### src/hw/flash_pkg.sv
package flash_pkg;

   // bus and data widths
   localparam int ADDR_W  = 24;
   localparam int WORD_W  = 16;
   localparam int BYTE_W  = 8;
   localparam int COUNT_W = 8;

   // SCK is clk / SCK_PHASES, rising edge in the middle of the bit
   localparam int SCK_PHASES     = 8;
   localparam int SCK_HIGH_PHASE = 4;

   typedef logic [ADDR_W-1:0]  flash_addr_t;   // byte address in the flash
   typedef logic [WORD_W-1:0]  flash_word_t;   // data word, high byte goes first
   typedef logic [BYTE_W-1:0]  spi_byte_t;
   typedef logic [COUNT_W-1:0] word_count_t;   // 1..128 words, 0 never used

   // serial flash opcodes
   localparam spi_byte_t CMD_WREN    = 8'h06;
   localparam spi_byte_t CMD_PROGRAM = 8'h02;
   localparam spi_byte_t CMD_READ    = 8'h03;

   // filler clocked out while the flash returns read data
   localparam spi_byte_t DUMMY_BYTE = 8'h00;

   // one byte request from a client to the byte engine
   typedef struct packed {
      spi_byte_t tx_byte;
      logic      last;      // chip select goes high after this byte
   } spi_req_t;

   // arbiter grant and round-robin pointer
   typedef enum logic {
      CLIENT_PROG,
      CLIENT_READ
   } client_id_t;

endpackage

### src/hw/flash_ctrl_top.sv
`timescale 1ns/1ps

module flash_ctrl_top (
   input  logic                   clk,
   input  logic                   reset,
   // program command port
   input  logic                   prog_req,
   input  flash_pkg::flash_addr_t prog_addr,
   input  flash_pkg::word_count_t prog_count,
   output logic                   prog_ack,
   // write data port
   output logic                   wr_req,
   input  logic                   wr_ack,
   input  flash_pkg::flash_word_t wr_data,
   // read command port
   input  logic                   rd_cmd_req,
   input  flash_pkg::flash_addr_t rd_addr,
   input  flash_pkg::word_count_t rd_count,
   output logic                   rd_cmd_ack,
   // read data port
   output logic                   rd_data_req,
   output flash_pkg::flash_word_t rd_data,
   input  logic                   rd_data_ack,
   // SPI pins
   output logic                   spi_sck,
   output logic                   spi_ss,
   output logic                   spi_mosi,
   input  logic                   spi_miso
);
   import flash_pkg::*;

   logic      pg_bus_req;
   spi_req_t  pg_bus_cmd;
   logic      pg_bus_ack;
   logic      rd_bus_req;
   spi_req_t  rd_bus_cmd;
   logic      rd_bus_ack;
   logic      eng_req;
   spi_req_t  eng_cmd;
   logic      eng_ack;
   spi_byte_t eng_rx_byte;   // shared by both clients

   page_programmer page_programmer_i (
      .clk       (clk),
      .reset     (reset),
      .cmd_req   (prog_req),
      .cmd_addr  (prog_addr),
      .cmd_count (prog_count),
      .cmd_ack   (prog_ack),
      .wr_req    (wr_req),
      .wr_ack    (wr_ack),
      .wr_data   (wr_data),
      .bus_req   (pg_bus_req),
      .bus_cmd   (pg_bus_cmd),
      .bus_ack   (pg_bus_ack)
   );

   page_reader page_reader_i (
      .clk       (clk),
      .reset     (reset),
      .cmd_req   (rd_cmd_req),
      .cmd_addr  (rd_addr),
      .cmd_count (rd_count),
      .cmd_ack   (rd_cmd_ack),
      .data_req  (rd_data_req),
      .data      (rd_data),
      .data_ack  (rd_data_ack),
      .bus_req   (rd_bus_req),
      .bus_cmd   (rd_bus_cmd),
      .bus_ack   (rd_bus_ack),
      .rx_byte   (eng_rx_byte)
   );

   spi_bus_arbiter spi_bus_arbiter_i (
      .clk      (clk),
      .reset    (reset),
      .prog_req (pg_bus_req),
      .prog_cmd (pg_bus_cmd),
      .prog_ack (pg_bus_ack),
      .read_req (rd_bus_req),
      .read_cmd (rd_bus_cmd),
      .read_ack (rd_bus_ack),
      .eng_req  (eng_req),
      .eng_cmd  (eng_cmd),
      .eng_ack  (eng_ack)
   );

   spi_byte_engine spi_byte_engine_i (
      .clk      (clk),
      .reset    (reset),
      .req      (eng_req),
      .cmd      (eng_cmd),
      .ack      (eng_ack),
      .rx_byte  (eng_rx_byte),
      .spi_sck  (spi_sck),
      .spi_ss   (spi_ss),
      .spi_mosi (spi_mosi),
      .spi_miso (spi_miso)
   );

endmodule

### src/hw/page_programmer.sv
`timescale 1ns/1ps

module page_programmer (
   input  logic                   clk,
   input  logic                   reset,
   input  logic                   cmd_req,
   input  flash_pkg::flash_addr_t cmd_addr,
   input  flash_pkg::word_count_t cmd_count,
   output logic                   cmd_ack,
   output logic                   wr_req,
   input  logic                   wr_ack,
   input  flash_pkg::flash_word_t wr_data,
   output logic                   bus_req,
   output flash_pkg::spi_req_t    bus_cmd,
   input  logic                   bus_ack
);
   import flash_pkg::*;

   typedef enum logic [2:0] {
      PG_IDLE,
      PG_WREN,
      PG_CMD,
      PG_ADDR,
      PG_FETCH,
      PG_HI,
      PG_LO,
      PG_DONE
   } pg_state_t;

   pg_state_t   state;
   flash_addr_t addr_sr;     // address bytes leave from the top
   logic [1:0]  addr_idx;
   word_count_t words_left;
   flash_word_t word_buf;
   spi_req_t    tx;
   logic        tx_en;
   logic        tx_done;

   assign tx_done = bus_req && bus_ack;

   // byte to send in the current state
   always_comb begin
      tx_en      = 1'b1;
      tx.tx_byte = DUMMY_BYTE;
      tx.last    = 1'b0;
      case (state)
         PG_WREN: begin
            tx.tx_byte = CMD_WREN;
            tx.last    = 1'b1;   // WREN is a frame of its own
         end
         PG_CMD:  tx.tx_byte = CMD_PROGRAM;
         PG_ADDR: tx.tx_byte = addr_sr[ADDR_W-1 -: BYTE_W];
         PG_HI:   tx.tx_byte = word_buf[WORD_W-1 -: BYTE_W];
         PG_LO: begin
            tx.tx_byte = word_buf[BYTE_W-1:0];
            tx.last    = (words_left == 8'd1);
         end
         default: tx_en = 1'b0;
      endcase
   end

   always_ff @(posedge clk) begin
      if (reset) begin
         state    <= PG_IDLE;
         cmd_ack  <= 1'b0;
         wr_req   <= 1'b0;
         bus_req  <= 1'b0;
         addr_idx <= '0;
      end else begin
         // one byte per state, new req only once the old ack is gone
         if (tx_en && !bus_req && !bus_ack) begin
            bus_req <= 1'b1;
            bus_cmd <= tx;
         end else if (tx_done) begin
            bus_req <= 1'b0;
         end

         case (state)
            PG_IDLE: begin
               if (cmd_req) begin
                  addr_sr    <= cmd_addr;
                  words_left <= cmd_count;
                  addr_idx   <= '0;
                  state      <= PG_WREN;
               end
            end
            PG_WREN: if (tx_done) state <= PG_CMD;
            PG_CMD:  if (tx_done) state <= PG_ADDR;
            PG_ADDR: begin
               if (tx_done) begin
                  addr_sr  <= {addr_sr[ADDR_W-BYTE_W-1:0], DUMMY_BYTE};
                  addr_idx <= addr_idx + 2'd1;
                  if (addr_idx == 2'd2) begin
                     state <= PG_FETCH;
                  end
               end
            end
            PG_FETCH: begin
               if (!wr_req && !wr_ack) begin
                  wr_req <= 1'b1;
               end else if (wr_req && wr_ack) begin
                  word_buf <= wr_data;
                  wr_req   <= 1'b0;
                  state    <= PG_HI;
               end
            end
            PG_HI: if (tx_done) state <= PG_LO;
            PG_LO: begin
               if (tx_done) begin
                  if (words_left == 8'd1) begin
                     state <= PG_DONE;
                  end else begin
                     words_left <= words_left - 8'd1;
                     state      <= PG_FETCH;
                  end
               end
            end
            PG_DONE: begin
               cmd_ack <= 1'b1;
               if (cmd_ack && !cmd_req) begin
                  cmd_ack <= 1'b0;
                  state   <= PG_IDLE;
               end
            end
            default: state <= PG_IDLE;
         endcase
      end
   end

endmodule

### src/hw/page_reader.sv
`timescale 1ns/1ps

module page_reader (
   input  logic                   clk,
   input  logic                   reset,
   input  logic                   cmd_req,
   input  flash_pkg::flash_addr_t cmd_addr,
   input  flash_pkg::word_count_t cmd_count,
   output logic                   cmd_ack,
   output logic                   data_req,
   output flash_pkg::flash_word_t data,
   input  logic                   data_ack,
   output logic                   bus_req,
   output flash_pkg::spi_req_t    bus_cmd,
   input  logic                   bus_ack,
   input  flash_pkg::spi_byte_t   rx_byte
);
   import flash_pkg::*;

   typedef enum logic [2:0] {
      RD_IDLE,
      RD_CMD,
      RD_ADDR,
      RD_HI,
      RD_LO,
      RD_OFFER,
      RD_DONE
   } rd_state_t;

   rd_state_t   state;
   flash_addr_t addr_sr;
   logic [1:0]  addr_idx;
   word_count_t words_left;
   spi_req_t    tx;
   logic        tx_en;
   logic        tx_done;

   assign tx_done = bus_req && bus_ack;

   always_comb begin
      tx_en      = 1'b1;
      tx.tx_byte = DUMMY_BYTE;   // clocks the read data in
      tx.last    = 1'b0;
      case (state)
         RD_CMD:  tx.tx_byte = CMD_READ;
         RD_ADDR: tx.tx_byte = addr_sr[ADDR_W-1 -: BYTE_W];
         RD_HI:   tx.last    = 1'b0;
         RD_LO:   tx.last    = (words_left == 8'd1);
         default: tx_en      = 1'b0;
      endcase
   end

   always_ff @(posedge clk) begin
      if (reset) begin
         state    <= RD_IDLE;
         cmd_ack  <= 1'b0;
         data_req <= 1'b0;
         bus_req  <= 1'b0;
         addr_idx <= '0;
      end else begin
         if (tx_en && !bus_req && !bus_ack) begin
            bus_req <= 1'b1;
            bus_cmd <= tx;
         end else if (tx_done) begin
            bus_req <= 1'b0;
         end

         case (state)
            RD_IDLE: begin
               if (cmd_req) begin
                  addr_sr    <= cmd_addr;
                  words_left <= cmd_count;
                  addr_idx   <= '0;
                  state      <= RD_CMD;
               end
            end
            RD_CMD: if (tx_done) state <= RD_ADDR;
            RD_ADDR: begin
               if (tx_done) begin
                  addr_sr  <= {addr_sr[ADDR_W-BYTE_W-1:0], DUMMY_BYTE};
                  addr_idx <= addr_idx + 2'd1;
                  if (addr_idx == 2'd2) begin
                     state <= RD_HI;
                  end
               end
            end
            RD_HI: begin
               if (tx_done) begin
                  data[WORD_W-1 -: BYTE_W] <= rx_byte;
                  state <= RD_LO;
               end
            end
            RD_LO: begin
               if (tx_done) begin
                  data[BYTE_W-1:0] <= rx_byte;
                  state <= RD_OFFER;
               end
            end
            RD_OFFER: begin
               // frame stays open here with SCK parked low
               if (!data_req && !data_ack) begin
                  data_req <= 1'b1;
               end else if (data_req && data_ack) begin
                  data_req <= 1'b0;
                  if (words_left == 8'd1) begin
                     state <= RD_DONE;
                  end else begin
                     words_left <= words_left - 8'd1;
                     state      <= RD_HI;
                  end
               end
            end
            RD_DONE: begin
               cmd_ack <= 1'b1;
               if (cmd_ack && !cmd_req) begin
                  cmd_ack <= 1'b0;
                  state   <= RD_IDLE;
               end
            end
            default: state <= RD_IDLE;
         endcase
      end
   end

endmodule

### src/hw/spi_bus_arbiter.sv
`timescale 1ns/1ps

module spi_bus_arbiter (
   input  logic                clk,
   input  logic                reset,
   input  logic                prog_req,
   input  flash_pkg::spi_req_t prog_cmd,
   output logic                prog_ack,
   input  logic                read_req,
   input  flash_pkg::spi_req_t read_cmd,
   output logic                read_ack,
   output logic                eng_req,
   output flash_pkg::spi_req_t eng_cmd,
   input  logic                eng_ack
);
   import flash_pkg::*;

   client_id_t grant;
   client_id_t rr_ptr;        // client that wins a tie
   client_id_t gnt_next;
   logic       locked;        // a frame owns the engine
   logic       end_pending;   // byte marked last has been forwarded
   logic       eng_ack_d;
   logic       fwd_req;
   spi_req_t   fwd_cmd;

   // grant only moves while no frame is open
   always_comb begin
      gnt_next = grant;
      if (!locked) begin
         if (prog_req && read_req) begin
            gnt_next = rr_ptr;
         end else if (read_req) begin
            gnt_next = CLIENT_READ;
         end else begin
            gnt_next = CLIENT_PROG;
         end
      end
      fwd_req = (gnt_next == CLIENT_PROG) ? prog_req : read_req;
      fwd_cmd = (gnt_next == CLIENT_PROG) ? prog_cmd : read_cmd;
   end

   always_ff @(posedge clk) begin
      if (reset) begin
         grant       <= CLIENT_PROG;
         rr_ptr      <= CLIENT_PROG;
         locked      <= 1'b0;
         end_pending <= 1'b0;
         eng_ack_d   <= 1'b0;
         eng_req     <= 1'b0;
         prog_ack    <= 1'b0;
         read_ack    <= 1'b0;
      end else begin
         grant     <= gnt_next;
         eng_req   <= fwd_req;
         eng_ack_d <= eng_ack;
         prog_ack  <= locked && (grant == CLIENT_PROG) && eng_ack;
         read_ack  <= locked && (grant == CLIENT_READ) && eng_ack;
         if (fwd_req) begin
            locked <= 1'b1;
         end
         if (fwd_req && fwd_cmd.last) begin
            end_pending <= 1'b1;
         end
         // frame is over once the last byte's ack has dropped
         if (end_pending && eng_ack_d && !eng_ack) begin
            locked      <= 1'b0;
            end_pending <= 1'b0;
            rr_ptr      <= (grant == CLIENT_PROG) ? CLIENT_READ : CLIENT_PROG;
         end
      end
   end

   always_ff @(posedge clk) begin
      eng_cmd <= fwd_cmd;   // travels with eng_req
   end

endmodule

### src/hw/spi_byte_engine.sv
`timescale 1ns/1ps

module spi_byte_engine (
   input  logic                 clk,
   input  logic                 reset,
   input  logic                 req,
   input  flash_pkg::spi_req_t  cmd,
   output logic                 ack,
   output flash_pkg::spi_byte_t rx_byte,
   output logic                 spi_sck,
   output logic                 spi_ss,
   output logic                 spi_mosi,
   input  logic                 spi_miso
);
   import flash_pkg::*;

   typedef enum logic [1:0] {
      ENG_IDLE,
      ENG_SHIFT,
      ENG_DONE
   } eng_state_t;

   eng_state_t state;
   logic [2:0] phase;       // clk cycle inside the current bit
   logic [2:0] bit_cnt;
   spi_byte_t  tx_shift;
   logic       last_byte;

   // mode 0, MSB first
   // MOSI moves at phase 0 while SCK is low, MISO is taken on the rising edge
   always_ff @(posedge clk) begin
      if (reset) begin
         state    <= ENG_IDLE;
         phase    <= '0;
         bit_cnt  <= '0;
         ack      <= 1'b0;
         spi_sck  <= 1'b0;
         spi_ss   <= 1'b1;
         spi_mosi <= 1'b0;
      end else begin
         case (state)
            ENG_IDLE: begin
               if (req) begin
                  tx_shift  <= cmd.tx_byte;
                  last_byte <= cmd.last;
                  spi_ss    <= 1'b0;   // already low inside a frame
                  phase     <= '0;
                  bit_cnt   <= '0;
                  state     <= ENG_SHIFT;
               end
            end
            ENG_SHIFT: begin
               phase <= phase + 3'd1;
               if (phase == '0) begin
                  spi_sck  <= 1'b0;
                  spi_mosi <= tx_shift[BYTE_W-1];
               end
               if (phase == 3'(SCK_HIGH_PHASE)) begin
                  spi_sck <= 1'b1;
                  rx_byte <= {rx_byte[BYTE_W-2:0], spi_miso};
               end
               if (phase == 3'(SCK_PHASES - 1)) begin
                  tx_shift <= {tx_shift[BYTE_W-2:0], 1'b0};
                  bit_cnt  <= bit_cnt + 3'd1;
                  if (bit_cnt == 3'd7) begin
                     spi_sck <= 1'b0;   // park SCK low between bytes
                     ack     <= 1'b1;
                     state   <= ENG_DONE;
                  end
               end
            end
            ENG_DONE: begin
               if (last_byte) begin
                  spi_ss <= 1'b1;      // end of frame
               end
               if (!req) begin
                  ack   <= 1'b0;
                  state <= ENG_IDLE;
               end
            end
            default: state <= ENG_IDLE;
         endcase
      end
   end

endmodule

### config.mk
export PLATFORM = sky130hd
export DESIGN_NAME = flash_ctrl_top
export DESIGN_NICKNAME = d
export VERILOG_FILES = /design/src/hw/flash_pkg.sv /design/src/hw/flash_ctrl_top.sv /design/src/hw/page_programmer.sv /design/src/hw/page_reader.sv /design/src/hw/spi_bus_arbiter.sv /design/src/hw/spi_byte_engine.sv
export SDC_FILE = /design/constraint.sdc
export NUM_CORES = 1
export LEC_CHECK = 0
export BUFFER_PORTS_ARGS = -buffer_cell sky130_fd_sc_hd__buf_2
export CORE_ASPECT_RATIO = 0.75
export CORE_MARGIN = 4
export CORE_UTILIZATION = 44
export DETAILED_ROUTE_END_ITERATION = 16
export SETUP_SLACK_MARGIN = 0.1
export SLEW_MARGIN = 20
export SYNTH_ARGS = -nofsm -noshare
export SYNTH_HDL_FRONTEND = slang
export SYNTH_SLANG_ARGS = --single-unit
### constraint.sdc
create_clock -name clk -period 9.5 [get_ports clk]
set_input_delay 0.475 -clock clk [delete_from_list [all_inputs] [get_ports clk]]
set_output_delay 0.475 -clock clk [all_outputs]
set_load 0.02 [all_outputs]
# == After elaboration in Yosys (flattened, before gate mapping) ==
# Index checks and enable logic that the tools add are counted.
# word_totals
out_inout_bits,23
word_cells,259
inputBits,87
ff_bits,176
# classes
mux,88
n_addsub,6
reduce_logical,73
n_bitwise,3
n_eq_ne,48
# op_table
op,count
$mux 24,4
$pmux 24 s2,2
$mux 8,9
$mux 3,22
$pmux 8 s2,4
$pmux 8 s5,1
$ne 2x1->1 const B,18
$eq 3x3->1 const B,10
$mux 1,26
$pmux 3 s8,1
$reduce_and 3->1,8
$reduce_and 4->1,6
$reduce_bool 2->1,11
$pmux 3 s7,1
$logic_and 1x1->1,20
$mux 2,9
$eq 8x1->1 const B,2
$ne 2x2->1 const B,8
$sub 8x1->8 const B,2
$eq 3x2->1 const B,4
$pmux 3 s2,2
$reduce_and 2->1,6
$logic_not 1->1,11
$reduce_and 10->1,1
other kinds (18),30

# == Depth between registers and ports, before layout ==
# Gate-level depths: netlist of run 1.
# logic_depth
word_depth,6
depth_mapped,7
mapped_depth_nobuf,7

# == Modules after synthesis ==
# From an unflattened synthesis of run 1, not the netlist that was laid out.
# hier_totals
hier_cells,613
area_unflattened_um2,7500.9
# by_module_without_submodules
mod,cells_per_inst,area_each_um2,instances,seq_area_each_um2
page_programmer,262,2941.6,1,1871.8
page_reader,204,2778.9,1,1871.8
spi_byte_engine,102,1196.1,1,750.7
spi_bus_arbiter,45,584.3,1,340.3

# == Worst setup path before layout of run 1 ==
# No wires, ideal clock.
# synth_path
kind,reg2reg
startpoint,register page_programmer_i.state[1]
endpoint,register page_programmer_i.word_buf[0] (enable)
path_buffers,2
t_required_ns,9.064
t_arrival_ns,2.749
synth_period_minus_slack_ns,3.185
path_stages_with_launch,5
setup_time_ns,0.436
setup_slack_ns,6.315
path_cell_list,dfxtp_1 > buf_2 > clkbuf_1 > or3_1 > nor4b_1
# synth_via
elab_chain_cells,2
# synth_lines
element,line_no,source
from (decl),page_programmer.sv:30,pg_state_t state;
from (signal assigned),page_programmer.sv:64,state <= PG_IDLE;
from (signal assigned),page_programmer.sv:84,state <= PG_WREN;
from (signal assigned),page_programmer.sv:87,PG_WREN: if (tx_done) state <= PG_CMD;
$eq 3x3->1,page_programmer.sv:78,case (state)
$reduce_and 4->1 (no line),n/a,
to (signal assigned),page_programmer.sv:102,word_buf <= wr_data;
to (decl),page_programmer.sv:34,flash_word_t word_buf;
# No other way between the ends.
# A chain may end at the register's enable or synchronous reset.

# == Worst setup path in the final report of run 1 ==
# layout_path
startpoint,register page_reader_i.state[1]
endpoint,register page_reader_i.addr_sr[22] (data pin)
# layout_via
elab_chain_cells,2
elab_cells_between_ends,3
cone_classes,eq/ne (1); mux (1); reduce/logical (1)
# layout_lines
element,line_no,source
from (decl),page_reader.sv:30,rd_state_t state;
from (signal assigned),page_reader.sv:55,state <= RD_IDLE;
from (signal assigned),page_reader.sv:74,state <= RD_CMD;
from (signal assigned),page_reader.sv:77,RD_CMD: if (tx_done) state <= RD_ADDR;
$eq 3x2->1 or $logic_not 3->1 (tied branches),page_reader.sv:68,case (state)
$pmux 24 s2 *,page_reader.sv:68,
to (signal assigned),page_reader.sv:71,addr_sr <= cmd_addr;
to (signal assigned),page_reader.sv:80,"addr_sr <= {addr_sr[ADDR_W-BYTE_W-1:0], DUMMY_BYTE};"
to (decl),page_reader.sv:31,flash_addr_t addr_sr;
# Mark *: on every way between the ends. The rest lies on a longest branch, timed or not.

==> impl_metrics.json, run 1 <==
{
  "area_delta_synth_final_pct": 18.0,
  "finalHoldViolCount": 0,
  "dp_cells": 908,
  "syn_avg_cell_area_um2": 12.1,
  "p_switching_w": 0.000545,
  "r2r_cells": 3,
  "htreeDepth": 4,
  "firstDrtPassIters": 4,
  "leakagePower_nw": 3.32,
  "synthDistinctLibCells": 56,
  "rsz0062_at_grt": "false",
  "layout_setup_ws_ps": 7140,
  "cts_setup_buffers": 0,
  "hold_slack_ps": 220,
  "track_usage": 0.158,
  "min_to": "page_programmer_i.word_buf[8]$_DFFE_PP_",
  "final_layout_size_suffix_gt1_frac": 0.240,
  "drt_iter0_drc": 272,
  "io_buffers": 109,
  "crit_path_end_kind": "flip-flop",
  "r2r-start": "page_reader_i.state[1]$_SDFFE_PP0P_",
  "grt_max_degree": 46,
  "routabilityCongestion": 0.805,
  "dieArea_mm2": 0.0190,
  "die_w_um": 158,
  "num-nets-final": 819,
  "syn_inst": 612,
  "path_max_fanout": 24,
  "clock_path_buffers": 2,
  "finalCritPeriodShare": 0.248,
  "grt_pass1_vias": 4711,
  "synth_fp_nets": 714,
  "combPwrFrac": 0.172,
  "cts_tree": "built",
  "cts_resized": 0,
  "synth-edff-count": 131,
  "powerDensity_mw_per_mm2": 234,
  "worstMarginPinSlew_ps": 1030,
  "clock-sinks": 176,
  "ant_nets": 0,
  "grt_pass1_wl_um": 23300,
  "reg2reg_slack_ps": 7140,
  "routedWlPerCell_um": 15.3,
  "synth_area_leaders": "edfxtp_1, dfxtp_1, nand2_1, mux2_2, ha_1",
  "vias": 4776,
  "worstPathRequired_ps": 9680,
  "hp-start": "wr_data[8]",
  "seq_power_share": 0.504,
  "drc": 0,
  "finalPower_w": 0.00205,
  "clkLatencyLatePin_ps": 430,
  "max_freq_mhz": 424,
  "rows": 40,
  "antenna_found_initial": 0,
  "synth_seq_area_share": 0.652,
  "ys.flop_type": "edfxtp_1",
  "vdd_drop_max_mv": 0.124,
  "swShare": 0.266,
  "ys_ff_latch": 176,
  "drt-total-wl_um": 14300,
  "cp-start-kind": "flip-flop",
  "period_minus_slack_ps": 2360,
  "finalClockSkew_ps": 5.09,
  "critPathKind": "reg2reg",
  "io_pins": 110,
  "setup_tns_ps": 0,
  "p_int_w": 0.00150,
  "drv_cap": 0,
  "start_util": 0.456,
  "n_antenna_cell": 0,
  "dp_hpwl_um": 10300,
  "die_height_um": 120,
  "clk_pin_slew_ps": 60,
  "cts-root-buf": "clkbuf_16",
  "slew_violations": 0,
  "pre_cts_slack_ps": 7120,
  "hold_path.class": "in2reg",
  "yosysTopAreaCell": "edfxtp_1",
  "synth.yosys.warnings": 0,
  "numCtsBuffers": 17,
  "synth_top_area_share": 0.531,
  "outcome": "finished clean",
  "crit_arrival_ps": 2540,
  "setup_viol": 0,
  "ctsHoldBuffers": 0,
  "reg2reg_to": "page_reader_i.addr_sr[22]$_DFFE_PP_",
  "syn_area_mm2": 0.00741,
  "async_reset_ff_frac": 0,
  "max-slew-margin-rel": 0.311,
  "viasPerCell": 5.08,
  "core_mm2": 0.0163,
  "hold_depth": 1,
  "grt-ovfl-total": 0,
  "clkPwrFrac": 0.324,
  "final_cells": 940
}
[synth_stat cells (2+ instances only)]
cell type	count
nor2_1	43
or3_1	2
inv_1	21
nand3_1	5
o21bai_1	2
a22o_1	2
o21ai_0	26
dfxtp_1	45
nand2_1	102
ha_1	15
nor2b_1	18
a211oi_1	4
mux2_2	23
a31oi_1	2
mux2_1	10
and3_1	9
o221ai_1	2
nor3_1	9
clkbuf_1	17
and2_1	10
edfxtp_1	131
xor2_1	6
inv_2	2
nor4_1	7
and2b_1	2
xnor2_1	7
a21o_1	4
buf_2	10
nor3b_1	2
nor4b_1	2
a21oi_1	21
nand2b_1	6
a22oi_1	8
o21ai_1	9
o211ai_1	2
a32oi_1	2
a2bb2oi_1	3
nand4_1	3
[per-stage QoR]
step                      instance area [um2]   util
after detailed placement                 8170  0.503
after floorplan                          7410      -
after global placement                   8170  0.502
after global routing                     8750  0.538
final                                    8750  0.538
after CTS                                8730  0.537
[cell type report]
| class | instances | area, um2 |
|---|---|---|
| well taps | 210 | 263 |
| clock buffers | 20 | 437 |
| clock inverters | 12 | 116 |
| repair buffers | 114 | 583 |
| fillers | 1374 | 7520 |
| inverters | 23 | 86.3 |
| multi-input cells | 385 | 2430 |
| flip-flops and latches | 176 | 4830 |
[power by group through the flow]
| stage | registers, W | logic (W) | clock network, W |
|---|---|---|---|
| floorplan | 0.00101 | 0.000291 | 0 |
| global placement | 0.00105 | 0.000344 | 0 |
| detailed placement | 0.00105 | 0.000351 | 0 |
| CTS | 0.00103 | 0.000354 | 0.000682 |
| global route | 0.00105 | 0.000396 | 0.000714 |
| finish | 0.00103 | 0.000351 | 0.000664 |
[sequential cells by signal, indices dropped and copies added, names as in the netlist, 2 cells and up]
name and cells:
page_reader_i.addr_idx 2, spi_byte_engine_i.rx_byte 8, page_programmer_i.word_buf 16, spi_byte_engine_i.phase 3
page_reader_i.addr_sr 24, page_programmer_i.addr_idx 2, page_programmer_i.state 3, spi_bus_arbiter_i.eng_cmd 9
page_reader_i.state 3, spi_byte_engine_i.bit_cnt 3, spi_byte_engine_i.state 2, page_programmer_i.addr_sr 24
page_reader_i.bus_cmd 9, page_programmer_i.words_left 8, page_reader_i.words_left 8, page_reader_i.data 16
spi_byte_engine_i.tx_shift 8, page_programmer_i.bus_cmd 9
[logic make-up after synthesis]
kind of cell / Yosys count / synth area share
AO/OA/AOI/OAI: 95 / 0.0810
AND/OR/NAND/NOR: 227 / 0.145
multiplexers: 35 / 0.0535
flip-flops: 176 / 0.652
adder cells (fa/ha/maj): 15 / 0.0253
XOR/XNOR: 13 / 0.0154
buffers and inverters: 51 / 0.0280
[cells in the final DEF, fill, tap and decap left out, types with 8 or more instances in the layout]
cell type	Yosys	final
o21ai_0	26	26
nor2b_1	18	18
edfxtp_1	131	131
nor2_1	43	41
mux2_1	10	10
a21oi_1	21	21
mux2_2	23	23
dfxtp_1	45	45
and3_1	9	9
nor3_1	9	9
nand2_1	102	102
a22oi_1	8	8
and2_1	10	10
inv_1	21	21
buf_2	10	109
clkbuf_16	0	17
ha_1	15	15
o21ai_1	9	9
[critical path, cell delays in order (launching register included)]
cell and delay [ps]:
dfxtp_1 660, inv_2 190, nor3_4 820, mux2_2 420
[worst max path at each step]
| stage | endpoint | from | slack [ps] | depth (start not counted) |
|---|---|---|---|---|
| after floorplan | page_programmer_i.word_buf[0]$_DFFE_PP_ | page_programmer_i.state[1]$_SDFFE_PP0P_ | 6320 | 4 |
| after global placement | page_reader_i.addr_sr[13]$_DFFE_PP_ | page_reader_i.state[2]$_SDFFE_PP0P_ | 7080 | 3 |
| after detailed placement | page_reader_i.addr_sr[22]$_DFFE_PP_ | page_reader_i.state[1]$_SDFFE_PP0P_ | 7120 | 3 |
| after CTS | page_reader_i.addr_sr[22]$_DFFE_PP_ | page_reader_i.state[1]$_SDFFE_PP0P_ | 7110 | 3 |
| after global routing | page_reader_i.addr_sr[22]$_DFFE_PP_ | page_reader_i.state[1]$_SDFFE_PP0P_ | 6930 | 3 |
| final | page_reader_i.addr_sr[22]$_DFFE_PP_ | page_reader_i.state[1]$_SDFFE_PP0P_ | 7140 | 3 |
[layer usage]
metal	track usage	vias up	routed length [um]
met5	0	-	0
met4	0.0570	0	245
met3	0.0515	25	681
met2	0.232	104	6520
met1	0.220	2253	6900
li1	-	2394	-
Note: power is estimated with default switching activity, not from simulation.
==> run 2: changes to the inputs <==
--- a/config.mk
+++ b/config.mk
@@ -10,6 +10,7 @@
 export CORE_MARGIN = 4
 export CORE_UTILIZATION = 44
 export DETAILED_ROUTE_END_ITERATION = 16
+export PLACE_DENSITY = 0.67
 export SETUP_SLACK_MARGIN = 0.1
 export SLEW_MARGIN = 20
 export SYNTH_ARGS = -nofsm -noshare
==> constraint.sdc (replaced) <==
create_clock -name clk -period 2.1 [get_ports clk]
set_input_delay 0.105 -clock clk [delete_from_list [all_inputs] [get_ports clk]]
set_output_delay 0.105 -clock clk [all_outputs]
set_load 0.02 [all_outputs]
==> run 2 against run 1 <==
Compared with the run above:
- sequential power grew to 4.5 times the previous value
- final area is 12% higher
- worst setup slack worse by 6900 ps
- via count is 9.0% higher
- non-clock buffer count is 99 higher
- register-to-register slack worse by 6900 ps
- power grew to 4.8 times the previous value
- largest cell class unchanged
- highest routed layer unchanged
==> impl_metrics.json, run 2 (synthesis gave the netlist of run 1 again) <==
{
  "grt_pass1_vias": 5435,
  "io_buffers": 109,
  "leakagePower_nw": 3.79,
  "p_switching_w": 0.00279,
  "cts_tree": "built",
  "cp_cell_sequence": "nor4_4 > nand3_1 > nand3_1 > o21ai_0 > and4b_1",
  "antenna_found_initial": 0,
  "rows": 40,
  "stdcell_area_mm2": 0.00979,
  "grt_pass1_wl_um": 26300,
  "max-slew-margin-rel": 0.611,
  "nFillCells": 1247,
  "finalCritPeriodShare": 0.876,
  "drv_cap": 0,
  "swShare": 0.286,
  "cts-root-buf": "clkbuf_16",
  "area_delta_synth_final_pct": 32.1,
  "combPwrFrac": 0.193,
  "rsz0062_at_grt": "false",
  "cp_common_cell": "nand3_1",
  "finalHoldViolCount": 0,
  "clock-sinks": 176,
  "vias": 5205,
  "reg2reg_to": "page_reader_i.words_left[0]$_DFFE_PP_",
  "drt-total-wl_um": 16000,
  "grt_max_degree": 45,
  "setup_tns_ps": 0,
  "outcome": "finished clean",
  "grt-ovfl-total": 0,
  "critPathKind": "reg2reg",
  "crit_slowest_cell": "edfxtp_1",
  "cpPeakStageDelay_ps": 480,
  "viasPerCell": 5.01,
  "clock_path_buffers": 2,
  "powerDensity_mw_per_mm2": 997,
  "period_minus_slack_ps": 1840,
  "reg_top3": "page_programmer_i.addr_sr: 24 flops, page_reader_i.addr_sr: 24 flops",
  "ant_nets": 0,
  "layout_setup_ws_ps": 261,
  "firstDrtPassIters": 5,
  "r2r_cells": 5,
  "vdd_drop_max_mv": 0.591,
  "max_freq_mhz": 544,
  "die_height_um": 120,
  "n_antenna_cell": 0,
  "core_mm2": 0.0163,
  "setup_viol": 0,
  "cts_setup_buffers": 0,
  "final_layout_size_suffix_gt1_frac": 0.247,
  "path_max_fanout": 8,
  "htreeDepth": 4,
  "clkLatencyLatePin_ps": 440,
  "dpl_cell_area_mm2": 0.00836,
  "layout_common_cells": "edfxtp_1, buf_2, nand2_1, dlygate4sd3_1, dfxtp_1",
  "numCtsBuffers": 17,
  "worstMarginPinSlew_ps": 580,
  "reg2reg_slack_ps": 260,
  "crit_path_end_kind": "flip-flop",
  "layout_commonest_cell": "edfxtp_1",
  "clkPwrFrac": 0.330,
  "cp-startpoint": "page_reader_i.words_left[2]$_DFFE_PP_",
  "io_pins": 110,
  "routabilityCongestion": 0.836,
  "finalClockSkew_ps": 12.3,
  "dp_hpwl_um": 10600,
  "track_usage": 0.178,
  "die_w_um": 158,
  "slew_violations": 0,
  "pre_cts_slack_ps": 49.3,
  "finalPower_w": 0.00977,
  "worstPathRequired_ps": 2250,
  "crit_end": "page_reader_i.words_left[0]$_DFFE_PP_",
  "num-nets-final": 918,
  "routedWlPerCell_um": 15.4,
  "drc": 0,
  "p_int_w": 0.00697,
  "r2r-start": "page_reader_i.words_left[2]$_DFFE_PP_",
  "start_util": 0.456,
  "cp-start-kind": "flip-flop",
  "drt_iter0_drc": 298,
  "hold_path.class": "in2reg",
  "dieArea_mm2": 0.0190,
  "crit_arrival_ps": 1990,
  "seq_power_share": 0.477,
  "clk_pin_slew_ps": 80
}
-- run 2: how the worst min path moves through the flow --
stage | startpoint | endpoint | slack (ps) | depth (start not counted)
floorplan | wr_data[0] | page_programmer_i.word_buf[0]$_DFFE_PP_ | 200 | 0
global route | prog_count[3] | page_programmer_i.words_left[3]$_DFFE_PP_ | 20 | 3
CTS | rd_addr[3] | page_reader_i.addr_sr[3]$_SDFFCE_PP0P_ | 3 | 2
detailed placement | wr_data[14] | page_programmer_i.word_buf[14]$_DFFE_PP_ | 280 | 1
finish | prog_count[3] | page_programmer_i.words_left[3]$_DFFE_PP_ | 20 | 3
global placement | wr_data[8] | page_programmer_i.word_buf[8]$_DFFE_PP_ | 280 | 1
-- run 2: final cells by class --
cell class              instances  area (um2)  share of cell area
flip-flops and latches        176        4840               0.494
multi-input cells             385        2440               0.249
repair buffers                213        1550               0.158
clock buffers                  17         425              0.0434
well taps                     210         263              0.0268
clock inverters                15         189              0.0193
inverters                      23        86.3             0.00881
-- run 2: routing by layer --
layer	track usage	vias to the layer above	part of all wire	routed length (um)
met4	0.0478	0	0.012	192
met5	0	-	0	0
met2	0.294	152	0.49	7850
li1	-	2595	-	-
met1	0.226	2442	0.44	6990
met3	0.0555	16	0.062	996
-- run 2: timing repair --
| item | 4_1_cts | 5_1_grt |
|---|---|---|
| resized for setup | 1 | 3 |
| endpoints found under the hold margin | 79 | 1 |
| endpoints found under the setup margin | 8 | 18 |
| hold buffers | 79 | 1 |
-- run 2: critical path, delay by kind of cell (launching register included) --
kind	cells	cell delay (ps)
DFF	1	480
and+or+nand+nor	4	990
AOI/OAI and AO/OA	1	80
-- run 2: through the flow --
stage          std cells   util  hold WS, ps
2_1_floorplan        612      -          204
3_3_place_gp         927  0.514          282
3_5_place_dp         927  0.514          283
4_1_cts             1038  0.601         2.62
5_1_grt             1039  0.602         15.2
6_report            1039  0.602         21.4
-- run 2: power by group through the flow --
| stage | combinational [W] | clock (W) | sequential (W) |
|---|---|---|---|
| detailed placement | 0.00175 | 0 | 0.00473 |
| floorplan | 0.00134 | 0 | 0.00456 |
| CTS | 0.00188 | 0.00328 | 0.00465 |
| finish | 0.00188 | 0.00322 | 0.00466 |
| global route | 0.00208 | 0.00345 | 0.00472 |
| global placement | 0.00169 | 0 | 0.00470 |
==> run 3: changes to the inputs <==
--- a/config.mk
+++ b/config.mk
@@ -10,6 +10,7 @@
 export CORE_MARGIN = 4
 export CORE_UTILIZATION = 44
 export DETAILED_ROUTE_END_ITERATION = 16
+export GPL_TIMING_DRIVEN = 0
 export PLACE_DENSITY = 0.67
 export SETUP_SLACK_MARGIN = 0.1
 export SLEW_MARGIN = 20
==> run 3 against run 2 <==
Compared with the run above:
- via count rose by 4.2%
- largest cell class unchanged
- critical path type unchanged
- clock power shrank 11%
- final area rose by 0.15%
- cell count up 1.1%
- non-clock buffer count increased by 9
- critical path depth grew 1
- core utilization up 0.092 points
- combinational power rose by 11%
- register-to-register slack got worse by 100 ps
- power is 2.5% lower
- critical endpoint is now spi_bus_arbiter_i.end_pending$_SDFFE_PP0P_
- flip-flop and latch count stayed put
==> impl_metrics.json, run 3 (synthesis gave the netlist of run 1 again) <==
{
  "outcome": "finished clean",
  "core_mm2": 0.0163,
  "area_delta_synth_final_pct": 32.3,
  "critPathKind": "reg2reg",
  "clock-sinks": 176,
  "layout_common_cells": "edfxtp_1, buf_2, nand2_1, dlygate4sd3_1, dfxtp_1",
  "p_int_w": 0.00686,
  "die_w_um": 158,
  "crit_arrival_ps": 2260,
  "worstPathRequired_ps": 2420,
  "clkLatencyLatePin_ps": 430,
  "layout_commonest_cell": "edfxtp_1",
  "hold_path.class": "in2reg",
  "crit_end": "spi_bus_arbiter_i.end_pending$_SDFFE_PP0P_",
  "crit_path_end_kind": "flip-flop",
  "clk_pin_slew_ps": 60,
  "worstMarginPinSlew_ps": 1150,
  "viasPerCell": 5.17,
  "ant_nets": 0,
  "drt-total-wl_um": 16900,
  "cp-startpoint": "page_programmer_i.bus_req$_SDFFE_PP0P_",
  "grt_pass1_vias": 5502,
  "cts-root-buf": "clkbuf_16",
  "firstDrtPassIters": 5,
  "max_freq_mhz": 516,
  "vias": 5424,
  "critPathBufInv": 1,
  "drc": 0,
  "reg2reg_to": "spi_bus_arbiter_i.end_pending$_SDFFE_PP0P_",
  "n_antenna_cell": 0,
  "path_max_fanout": 10,
  "finalCritPeriodShare": 0.923,
  "combPwrFrac": 0.219,
  "cpPeakStageDelay_ps": 550,
  "seq_power_share": 0.479,
  "io_pins": 110,
  "setup_tns_ps": 0,
  "cts_tree": "built",
  "dp_hpwl_um": 11000,
  "p_switching_w": 0.00266,
  "powerDensity_mw_per_mm2": 971,
  "leakagePower_nw": 3.77,
  "period_minus_slack_ps": 1940,
  "antenna_found_initial": 0,
  "fin_util": 0.603,
  "final_layout_size_suffix_gt1_frac": 0.243,
  "drv_cap": 0,
  "start_util": 0.456,
  "layout_setup_ws_ps": 161,
  "slew_violations": 0,
  "max-slew-margin-rel": 0.236,
  "io_buffers": 108,
  "crit_family": "compound AO/OA/AOI/OAI gates",
  "hold_depth": 2,
  "grt_pass1_wl_um": 27200,
  "setup_viol": 0,
  "track_usage": 0.184,
  "r2r-start": "page_programmer_i.bus_req$_SDFFE_PP0P_",
  "htreeDepth": 4,
  "vdd_drop_max_mv": 0.474,
  "clkPwrFrac": 0.301,
  "r2r_cells": 6,
  "swShare": 0.279,
  "routabilityCongestion": 0.838,
  "cp-start-kind": "flip-flop",
  "rsz0062_at_grt": "false",
  "dieArea_mm2": 0.0190,
  "finalHoldViolCount": 0,
  "cp_cell_sequence": "buf_4 > nor2b_4 > o31ai_4 > mux2_4 > and2b_1 > o21a_1",
  "drt_iter0_drc": 354,
  "crit_slowest_cell": "o31ai_4",
  "crit_cells": 6,
  "grt_max_degree": 17,
  "reg2reg_slack_ps": 160,
  "pre_cts_slack_ps": -337,
  "grt-ovfl-total": 0,
  "rows": 40,
  "num-nets-final": 929,
  "nFillCells": 1224,
  "finalClockSkew_ps": 14.5,
  "routedWlPerCell_um": 16.1,
  "reg_top3": "page_programmer_i.addr_sr: 24 flops, page_reader_i.addr_sr: 24 flops",
  "numCtsBuffers": 17,
  "die_height_um": 120,
  "clock_path_buffers": 2
}
## run 3: cell count changes in the layout (fill, tap and decap cells not counted), moves of 3 or more
cell,change
clkbuf_1,+19
buf_4,-17
buf_2,+9
inv_8,-6
dlygate4sd3_1,-4
buf_12,+3
clkbuf_2,+3
clkinv_8,-3
nor2_4,+3
nor4_4,+3
## run 3: metal layers
metal  track usage  wire, um  part of all wire
met3        0.0483       931             0.055
met4        0.0656       312             0.018
met5             0         0                 0
met1         0.243      7520              0.45
met2         0.295      8110              0.48
## run 3: through the flow
step / power (W) / cell area (um2) / instances / hold slack, ps
after floorplan: 0.00590 / 7460 / 612 / 204
after global routing: 0.00996 / 9810 / 1050 / 10.8
after CTS: 0.00948 / 9710 / 1045 / 1.17
after detailed placement: 0.00643 / 8290 / 931 / 284
after global placement: 0.00634 / 8270 / 930 / 282
final: 0.00952 / 9810 / 1050 / 6.68
## run 3: what timing repair did
action                     4_1_cts  5_1_grt
cloned                           2        0
setup endpoints to repair      124      118
pin swaps                        4        6
hold buffers                    76        0
gates resized for setup         11        9
hold endpoints to repair        76        0
setup buffers                    4        5
## run 3: final cells by class
type | instances | area (um2) | share of cell area
inverters | 23 | 86.3 | 0.00880
repair buffers | 194 | 1440 | 0.146
flip-flops and latches | 176 | 4840 | 0.493
plain buffers | 28 | 128 | 0.0130
multi-input cells | 387 | 2530 | 0.258
clock buffers | 24 | 472 | 0.0481
well taps | 210 | 263 | 0.0268
clock inverters | 8 | 58.8 | 0.00599
## run 3: worst reg2reg max path: cells and delay by family, from the launching register on
kind / cells / cell delay, ps
AOI/OAI and AO/OA: 2 / 710
and+or+nand+nor: 2 / 310
muxes: 1 / 370
DFF: 1 / 300
buffers and inverters: 1 / 160
## run 3: worst min-delay path by stage
stage / startpoint / end
6_report: rd_addr[7] / page_reader_i.addr_sr[7]$_SDFFCE_PP0P_
3_5_place_dp: wr_data[3] / page_programmer_i.word_buf[3]$_DFFE_PP_
5_1_grt: rd_addr[7] / page_reader_i.addr_sr[7]$_SDFFCE_PP0P_
3_3_place_gp: wr_data[8] / page_programmer_i.word_buf[8]$_DFFE_PP_
2_1_floorplan: wr_data[0] / page_programmer_i.word_buf[0]$_DFFE_PP_
4_1_cts: prog_count[1] / page_programmer_i.words_left[1]$_DFFE_PP_
## run 3: power groups by stage
stage	Combinational, W	Clock, W	Sequential [W]
after global routing	0.00228	0.00307	0.00461
after CTS	0.00201	0.00292	0.00456
after global placement	0.00173	0	0.00461
after detailed placement	0.00181	0	0.00463
final	0.00209	0.00287	0.00456
after floorplan	0.00134	0	0.00456
